===== config.mk =====
export PLATFORM = sky130hd
export DESIGN_NAME = cache_bist_top
export DESIGN_NICKNAME = d
export VERILOG_FILES = /design/src/cache_pkg.sv /design/src/cache.sv /design/src/cache_bist_top.sv /design/src/cache_line_store.sv /design/src/cache_test_gen.sv
export SDC_FILE = /design/constraint.sdc
export NUM_CORES = 2
export LEC_CHECK = 0
export BUFFER_PORTS_ARGS = -buffer_cell sky130_fd_sc_hd__buf_4
export CAP_MARGIN = 40
export CELL_PAD_IN_SITES_DETAIL_PLACEMENT = 1
export CELL_PAD_IN_SITES_GLOBAL_PLACEMENT = 2
export CORE_MARGIN = 5
export CORE_UTILIZATION = 44
export CTS_CLUSTER_SIZE = 8
export DETAILED_ROUTE_END_ITERATION = 6
export PLACE_DENSITY = 0.73
export REMOVE_ABC_BUFFERS = 1
export SLEW_MARGIN = 10
export SYNTH_ARGS = -nofsm -noshare
export SYNTH_HDL_FRONTEND = slang
export SYNTH_MEMORY_MAX_BITS = 65536
export SYNTH_SLANG_ARGS = --single-unit

===== constraint.sdc =====
create_clock -name clk -period 16 [get_ports clk]
set_input_delay 0 -clock clk [delete_from_list [all_inputs] [get_ports clk]]
set_output_delay 0 -clock clk [all_outputs]
set_load 0.02 [all_outputs]

===== src/cache_pkg.sv =====
// cache subsystem shared definitions

package cache_pkg;

  // bus and line widths
  localparam int ADDR_W = 64;
  localparam int WORD_W = 64;
  localparam int LINE_W = 512;

  // direct-mapped geometry, 8 lines of 64 bytes
  localparam int NUM_LINES  = 8;
  localparam int INDEX_W    = 3;
  localparam int WORD_SEL_W = 3;
  localparam int TAG_W      = ADDR_W - 9;  // above index and line offset

  // traffic generator window, twice the cache size
  localparam logic [ADDR_W-1:0] WIN_BASE = 64'h0000_0000_8000_0000;
  localparam logic [ADDR_W-1:0] WIN_LAST = 64'h0000_0000_8000_03F8;

  localparam int GAP_CYCLES = 10;  // idle cycles before each request
  localparam int CNT_W      = 16;

  // test words, picked by doubleword index plus pass number
  localparam logic [WORD_W-1:0] PATTERN [8] = '{
    64'h8c2078a7_07e5484d,
    64'h4765af4e_5226ec81,
    64'h8046a887_4f66de44,
    64'h24334404_8c940a7d,
    64'h01dec340_02e85dec,
    64'h9bb5df90_9d43c9b6,
    64'h2b9b566d_5c040a78,
    64'h196df530_aeb93dad
  };

  typedef enum logic {
    REQ_READ  = 1'b0,
    REQ_WRITE = 1'b1
  } req_op_e;

  typedef enum logic [2:0] {
    C_IDLE,
    C_LOOKUP,
    C_WBACK,
    C_FILL,
    C_ACK
  } cache_state_e;

  typedef enum logic [1:0] {
    G_GAP,
    G_REQ,
    G_NEXT
  } gen_state_e;

endpackage


===== src/cache.sv =====
// direct-mapped write-back cache
// one doubleword per request, line-wide memory port

`timescale 1ns/1ps

module cache import cache_pkg::*; (
  input  logic              clk,
  input  logic              rst,
  input  logic              i_cache_req,
  input  req_op_e           i_cache_op,
  input  logic [ADDR_W-1:0] i_cache_addr,
  input  logic [WORD_W-1:0] i_cache_wdata,
  output logic              o_cache_ack,
  output logic [WORD_W-1:0] o_cache_rdata,
  input  logic              i_mem_ready,
  input  logic [LINE_W-1:0] i_mem_rdata,
  output logic              o_mem_valid,
  output req_op_e           o_mem_op,
  output logic [ADDR_W-1:0] o_mem_addr,
  output logic [LINE_W-1:0] o_mem_wdata
);

  localparam int OFFSET_W = ADDR_W - TAG_W - INDEX_W;  // byte offset in a line

  cache_state_e state;

  // latched request
  logic [ADDR_W-1:0]     req_addr;
  req_op_e               req_op;
  logic [WORD_W-1:0]     req_wdata;
  logic [TAG_W-1:0]      req_tag;
  logic [INDEX_W-1:0]    req_index;
  logic [WORD_SEL_W-1:0] req_word_sel;

  // current line
  logic [TAG_W-1:0]  line_tag;
  logic              line_valid;
  logic              line_dirty;
  logic [LINE_W-1:0] line_data;
  logic [WORD_W-1:0] line_word;

  logic              hit;
  logic              wr_word;
  logic              fill_done;
  logic [ADDR_W-1:0] fill_addr;
  logic [ADDR_W-1:0] victim_addr;

  assign req_tag      = req_addr[ADDR_W-1 -: TAG_W];
  assign req_index    = req_addr[OFFSET_W +: INDEX_W];
  assign req_word_sel = req_addr[3 +: WORD_SEL_W];

  assign hit         = line_valid && (line_tag == req_tag);
  assign wr_word     = (state == C_ACK) && (req_op == REQ_WRITE);  // merge in ack cycle
  assign fill_done   = (state == C_FILL) && o_mem_valid && i_mem_ready;
  assign fill_addr   = {req_tag, req_index, {OFFSET_W{1'b0}}};
  assign victim_addr = {line_tag, req_index, {OFFSET_W{1'b0}}};

  cache_line_store u_store (
    .clk         (clk),
    .rst         (rst),
    .i_index     (req_index),
    .i_word_sel  (req_word_sel),
    .i_wr_word   (wr_word),
    .i_wdata     (req_wdata),
    .i_dirty_set (req_op == REQ_WRITE),
    .i_fill      (fill_done),
    .i_fill_tag  (req_tag),
    .i_fill_line (i_mem_rdata),
    .o_tag       (line_tag),
    .o_valid     (line_valid),
    .o_dirty     (line_dirty),
    .o_line      (line_data),
    .o_rdata     (line_word)
  );

  // control FSM
  always_ff @(posedge clk) begin
    if (rst) begin
      state       <= C_IDLE;
      o_mem_valid <= 1'b0;
    end else begin
      case (state)
        C_IDLE: begin
          if (i_cache_req) state <= C_LOOKUP;
        end
        C_LOOKUP: begin
          if (hit) begin
            state <= C_ACK;
          end else if (line_valid && line_dirty) begin
            o_mem_valid <= 1'b1;  // writeback first
            state       <= C_WBACK;
          end else begin
            state <= C_FILL;
          end
        end
        C_WBACK: begin
          if (i_mem_ready) begin
            o_mem_valid <= 1'b0;
            state       <= C_FILL;
          end
        end
        C_FILL: begin
          if (!o_mem_valid) begin
            o_mem_valid <= 1'b1;  // raise read one cycle after entry
          end else if (i_mem_ready) begin
            o_mem_valid <= 1'b0;
            state       <= C_ACK;
          end
        end
        C_ACK:   state <= C_IDLE;
        default: state <= C_IDLE;
      endcase
    end
  end

  // request and memory payload
  always_ff @(posedge clk) begin
    if (state == C_IDLE && i_cache_req) begin
      req_addr  <= i_cache_addr;
      req_op    <= i_cache_op;
      req_wdata <= i_cache_wdata;
    end
    if (state == C_LOOKUP && !hit) begin
      if (line_valid && line_dirty) begin
        o_mem_op    <= REQ_WRITE;
        o_mem_addr  <= victim_addr;  // victim's own line address
        o_mem_wdata <= line_data;
      end else begin
        o_mem_op   <= REQ_READ;
        o_mem_addr <= fill_addr;
      end
    end
    if (state == C_WBACK && i_mem_ready) begin
      o_mem_op   <= REQ_READ;
      o_mem_addr <= fill_addr;
    end
  end

  assign o_cache_ack   = (state == C_ACK);
  assign o_cache_rdata = line_word;  // line already filled by ack

endmodule


===== src/cache_bist_top.sv =====
// cache self-test top level

`timescale 1ns/1ps

module cache_bist_top import cache_pkg::*; (
  input  logic              clk,
  input  logic              rst,
  input  logic              i_mem_ready,
  input  logic [LINE_W-1:0] i_mem_rdata,
  output logic              o_mem_valid,
  output req_op_e           o_mem_op,
  output logic [ADDR_W-1:0] o_mem_addr,
  output logic [LINE_W-1:0] o_mem_wdata,
  output logic [CNT_W-1:0]  o_pass_cnt,
  output logic [CNT_W-1:0]  o_err_cnt
);

  // generator to cache
  logic              cache_req;
  req_op_e           cache_op;
  logic [ADDR_W-1:0] cache_addr;
  logic [WORD_W-1:0] cache_wdata;
  logic              cache_ack;
  logic [WORD_W-1:0] cache_rdata;

  cache_test_gen u_gen (
    .clk           (clk),
    .rst           (rst),
    .i_cache_ack   (cache_ack),
    .i_cache_rdata (cache_rdata),
    .o_cache_req   (cache_req),
    .o_cache_op    (cache_op),
    .o_cache_addr  (cache_addr),
    .o_cache_wdata (cache_wdata),
    .o_pass_cnt    (o_pass_cnt),
    .o_err_cnt     (o_err_cnt)
  );

  cache u_cache (
    .clk           (clk),
    .rst           (rst),
    .i_cache_req   (cache_req),
    .i_cache_op    (cache_op),
    .i_cache_addr  (cache_addr),
    .i_cache_wdata (cache_wdata),
    .o_cache_ack   (cache_ack),
    .o_cache_rdata (cache_rdata),
    .i_mem_ready   (i_mem_ready),
    .i_mem_rdata   (i_mem_rdata),
    .o_mem_valid   (o_mem_valid),
    .o_mem_op      (o_mem_op),
    .o_mem_addr    (o_mem_addr),
    .o_mem_wdata   (o_mem_wdata)
  );

endmodule


===== src/cache_line_store.sv =====
// cache line arrays

`timescale 1ns/1ps

module cache_line_store import cache_pkg::*; (
  input  logic                  clk,
  input  logic                  rst,
  input  logic [INDEX_W-1:0]    i_index,
  input  logic [WORD_SEL_W-1:0] i_word_sel,
  input  logic                  i_wr_word,
  input  logic [WORD_W-1:0]     i_wdata,
  input  logic                  i_dirty_set,
  input  logic                  i_fill,
  input  logic [TAG_W-1:0]      i_fill_tag,
  input  logic [LINE_W-1:0]     i_fill_line,
  output logic [TAG_W-1:0]      o_tag,
  output logic                  o_valid,
  output logic                  o_dirty,
  output logic [LINE_W-1:0]     o_line,
  output logic [WORD_W-1:0]     o_rdata
);

  logic [TAG_W-1:0]     tag_mem  [NUM_LINES];
  logic [LINE_W-1:0]    data_mem [NUM_LINES];
  logic [NUM_LINES-1:0] valid_bits;
  logic [NUM_LINES-1:0] dirty_bits;

  // per-line status
  always_ff @(posedge clk) begin
    if (rst) begin
      valid_bits <= '0;
      dirty_bits <= '0;
    end else if (i_fill) begin
      valid_bits[i_index] <= 1'b1;
      dirty_bits[i_index] <= 1'b0;  // fresh copy from memory
    end else if (i_wr_word && i_dirty_set) begin
      dirty_bits[i_index] <= 1'b1;
    end
  end

  // tag and data arrays
  always_ff @(posedge clk) begin
    if (i_fill) begin
      tag_mem[i_index]  <= i_fill_tag;
      data_mem[i_index] <= i_fill_line;
    end else if (i_wr_word) begin
      data_mem[i_index][i_word_sel*WORD_W +: WORD_W] <= i_wdata;  // merge one doubleword
    end
  end

  // lookup is combinational from the index
  assign o_tag   = tag_mem[i_index];
  assign o_valid = valid_bits[i_index];
  assign o_dirty = dirty_bits[i_index];
  assign o_line  = data_mem[i_index];
  assign o_rdata = data_mem[i_index][i_word_sel*WORD_W +: WORD_W];

endmodule


===== src/cache_test_gen.sv =====
// cache traffic generator
// write sweep, read sweep and compare, then next pattern

`timescale 1ns/1ps

module cache_test_gen import cache_pkg::*; (
  input  logic              clk,
  input  logic              rst,
  input  logic              i_cache_ack,
  input  logic [WORD_W-1:0] i_cache_rdata,
  output logic              o_cache_req,
  output req_op_e           o_cache_op,
  output logic [ADDR_W-1:0] o_cache_addr,
  output logic [WORD_W-1:0] o_cache_wdata,
  output logic [CNT_W-1:0]  o_pass_cnt,
  output logic [CNT_W-1:0]  o_err_cnt
);

  localparam int GAP_W = $clog2(GAP_CYCLES);

  gen_state_e state;

  logic [GAP_W-1:0] gap_cnt;
  logic [2:0]       pass_idx;  // pattern rotation, wraps at 8
  logic [2:0]       pat_idx;
  logic             mismatch;

  // doubleword index in the window plus pass, mod 8
  assign pat_idx       = o_cache_addr[5:3] + pass_idx;
  assign o_cache_wdata = PATTERN[pat_idx];
  assign mismatch      = i_cache_rdata != PATTERN[pat_idx];

  always_ff @(posedge clk) begin
    if (rst) begin
      state        <= G_GAP;
      gap_cnt      <= '0;
      o_cache_req  <= 1'b0;
      o_cache_op   <= REQ_WRITE;  // start with a write sweep
      o_cache_addr <= WIN_BASE;
      pass_idx     <= '0;
      o_pass_cnt   <= '0;
      o_err_cnt    <= '0;
    end else begin
      case (state)
        G_GAP: begin
          if (gap_cnt == GAP_W'(GAP_CYCLES - 1)) begin
            o_cache_req <= 1'b1;
            state       <= G_REQ;
          end else begin
            gap_cnt <= gap_cnt + 1'b1;
          end
        end
        G_REQ: begin
          if (i_cache_ack) begin
            o_cache_req <= 1'b0;
            gap_cnt     <= GAP_W'(1);  // ack cycle is the first gap cycle
            state       <= G_NEXT;
            if (o_cache_op == REQ_READ && mismatch) begin
              o_err_cnt <= o_err_cnt + 1'b1;
            end
          end
        end
        G_NEXT: begin
          gap_cnt <= gap_cnt + 1'b1;
          state   <= G_GAP;
          if (o_cache_addr == WIN_LAST) begin
            o_cache_addr <= WIN_BASE;
            if (o_cache_op == REQ_READ) begin
              o_cache_op <= REQ_WRITE;
              pass_idx   <= pass_idx + 1'b1;
              o_pass_cnt <= o_pass_cnt + 1'b1;
            end else begin
              o_cache_op <= REQ_READ;  // same pattern read back
            end
          end else begin
            o_cache_addr <= o_cache_addr + ADDR_W'(8);
          end
        end
        default: state <= G_GAP;
      endcase
    end
  end

endmodule


==> flow_summary.yaml <==
clock_network:
  cts-root-buf: "clkbuf_16"
  clock_latency_ns: 1.14
  cts_tree: "built"
  h-tree-depth: 6
  clk_path_buf_depth: 4
  clock_sinks: 5347
  path_clk_slew_ns: 0.06
  post_cts_buffers: 0
  cts_inserted_buffers: 741
synthesis:
  synthCells: 11540
  yosysWarnings: 0
  synth_area_leaders: "edfxtp_1, mux4_2, mux2_2"
  synth_top_cell_by_area: "edfxtp_1"
  synth_cell_types: 94
  syn_area_sq_um: 211600
  ys_seq_elements: 5347
  netlist.area_leader.share_pct: 74.07
  ys.flop_type: "edfxtp_1"
  yosysSeqAreaShare_pct: 75.28
  synth-edff-count: 5219
  synth-async-reset-ratio_pct: 0
  synthTopCellsByCount: "edfxtp_1, nand2_1, mux4_2"
  synth_most_common_cell: "edfxtp_1"
  avgSynthCellArea_sq_um: 18.34
routing:
  vias: 128900
  ant_nets: 0
  dr.first_iter.drc_count: 16700
  wire_per_inst_um: 40.45
  viasPerCell: 6.217
  wirelength_um: 838400
  dr.pass1.iters: 6
  drc: 0
worst_setup_path:
  end_kind: "register"
  critPathKind: "register to register"
  cp.required_ns: 16.99
  crit_path_start_kind: "register"
  ff2ff_path_depth: 15
  arrival_ns: 9.28
  path_max_fanout: 80
floorplan:
  initial_core_util_pct: 44.18
  dieArea_sq_um: 494900
  die_h_um: 703.5
  die_w_um: 703.5
  rows: 254
  pin_count: 1125
  core_sq_um: 478900
timing:
  worstMarginPinSlew_ns: 1.062
  finalCritPeriodShare_pct: 51.83
  maxSlewHeadroom_pct: 29.18
  setup-tns-final_ns: 0
  finalHoldViolations: 0
  finalSetupViolCount: 0
  rsz0062_at_grt: "no"
  finalCriticalPeriod_ns: 8.293
  finalClockSkew_ns: 0.08710
  fin_hold_ws_ns: 0.04067
  slew_viol_final: 0
  fmax_ghz: 0.1206
power_and_ir_drop:
  irDropWorstVdd_mv: 0.1461
  power_density_nw_per_um2: 117.1
  p_leak_nw: 89.91
placed_design:
  dp_hpwl_um: 564800
  placed_area_sq_um: 231400
  place.gp.congestion: 0.9757
  io_buffers: 1118
  placed_cells: 18950
layout:
  fin_nets: 14680
  drive_gt1_share_pct: 29.37
  fin_cells: 20730
  final_area_sq_um: 260200
  area_delta_synth_final_pct: 22.98
  fill_cells: 43170
run:
  cap_violations: 0
global_route:
  grt_pass1_wl_um: 1118000
  antenna_found_initial: 97
  grt_max_degree: 135
  grt_pass1_vias: 130400
  grt_use_total_pct: 33.18
  gr-total-overflow: 0
hold_path:
  hp-class: "input pin to register"
  worstHoldPathCells: 4
run_status:
  status: "finished, final reports clean"
area by class of cell:
cell class                 instances  area, sq um  share of cell area, %
multi-input combinational       5492        49620                  19.07
clock inverter                    57         1099                 0.4222
timing repair buffer            2510        22780                  8.753
clock buffer                     841        19150                  7.360
inverter                          51        207.7                0.07981
antenna                           29        72.57                0.02789
sequential                      5347       159300                  61.21
tap                             6400         8008                  3.077
state kept, by name (all words and copies together) (netlist names), 4 cells and up, named ones only:
register	count
u_cache.u_store.tag_mem	440
u_cache.u_store.data_mem	4096
u_cache.req_addr	61
u_cache.u_store.dirty_bits	8
u_gen.gap_cnt	4
u_gen.o_pass_cnt	16
u_gen.o_err_cnt	16
u_cache.u_store.valid_bits	8
u_gen.o_cache_addr	61
u_cache.req_wdata	51
u_cache.o_mem_addr	58
u_cache.o_mem_wdata	512
report_power, final:
group          switching (mW)  internal [mW]  total [mW]
logic                   0.479          0.327       0.806
clock network            5.87           8.36        14.2
registers              0.0285           15.4        15.4
layer usage:
metal | global-route usage (%) | share of wire (%) | vias to the layer above
met4 | 21.33 | 7.8 | 50
met5 | 0 | 0.038 | -
met3 | 8.839 | 10 | 1752
met1 | 42.07 | 36 | 68690
li1 | - | - | 50510
met2 | 50.74 | 45 | 7865
final timing paths:
kind	from	to	slack (ns)
hold reg to reg	u_cache.u_store.valid_bits[3]$_SDFFE_PP0P_	u_cache.u_store.valid_bits[3]$_SDFFE_PP0P_	0.47
setup / recovery	register	u_gen.o_err_cnt[4]$_SDFFE_PP0P_	7.71
setup reg to reg	register	u_gen.o_err_cnt[4]$_SDFFE_PP0P_	7.71
hold / removal	i_mem_rdata[207]	u_cache.u_store.data_mem[7][207]$_DFFE_PP_	0.04
cell families after synthesis:
| logic type | synth area share [%] |
|---|---|
| other cells | 0.001772 |
| buf+inv | 1.760 |
| simple gates | 5.319 |
| compound gates | 2.570 |
| flops | 75.28 |
| fa+ha+maj | 0.1100 |
| xor+xnor | 0.7255 |
| mux | 14.24 |
stage by stage:
step | utilization [%] | total power [mW] | worst slack, ns
floorplan | - | 16.01 | -28.05
global placement | 47.71 | 16.29 | 7.669
CTS | 54.29 | 30.57 | 7.741
global route | 54.32 | 31.28 | 7.202
finish | 54.33 | 30.47 | 7.707
detailed placement | 48.31 | 16.32 | 7.803
placed cells by master (no fill, tap or decap), drive strengths merged, types with 53 or more instances in the layout:
cell type,n
o21ai,85
nor3,74
inv,71
nand3,61
a211oi,69
buf,1670
mux4,832
edfxtp,5219
a21oi,115
a22oi,73
o22ai,208
nor2b,70
mux2i,351
dlygate4sd3,839
mux2,699
xnor2,85
xor2,85
nand2,1663
nor2,419
nand2b,53
clkbuf,841
dfxtp,128
critical path: stages (launching register included):
cell and delay, ns:
dfxtp_4 0.74, buf_12 0.47, buf_4 0.78, buf_4 0.73, buf_4 0.79, mux4_2 0.59, mux2_2 0.29, o211ai_1 0.66
a22oi_1 0.19, a22oi_1 0.21, nand4_1 0.12, or4_4 0.54, o41ai_4 0.82, buf_4 0.40, nor2_1 0.10, mux2_4 0.31
what timing repair did:
item	4_1_cts	5_1_grt
endpoints found under the hold margin	4279	0
resized for setup	0	0
hold buffers	840	0
Power figures use the tool's default switching activity.
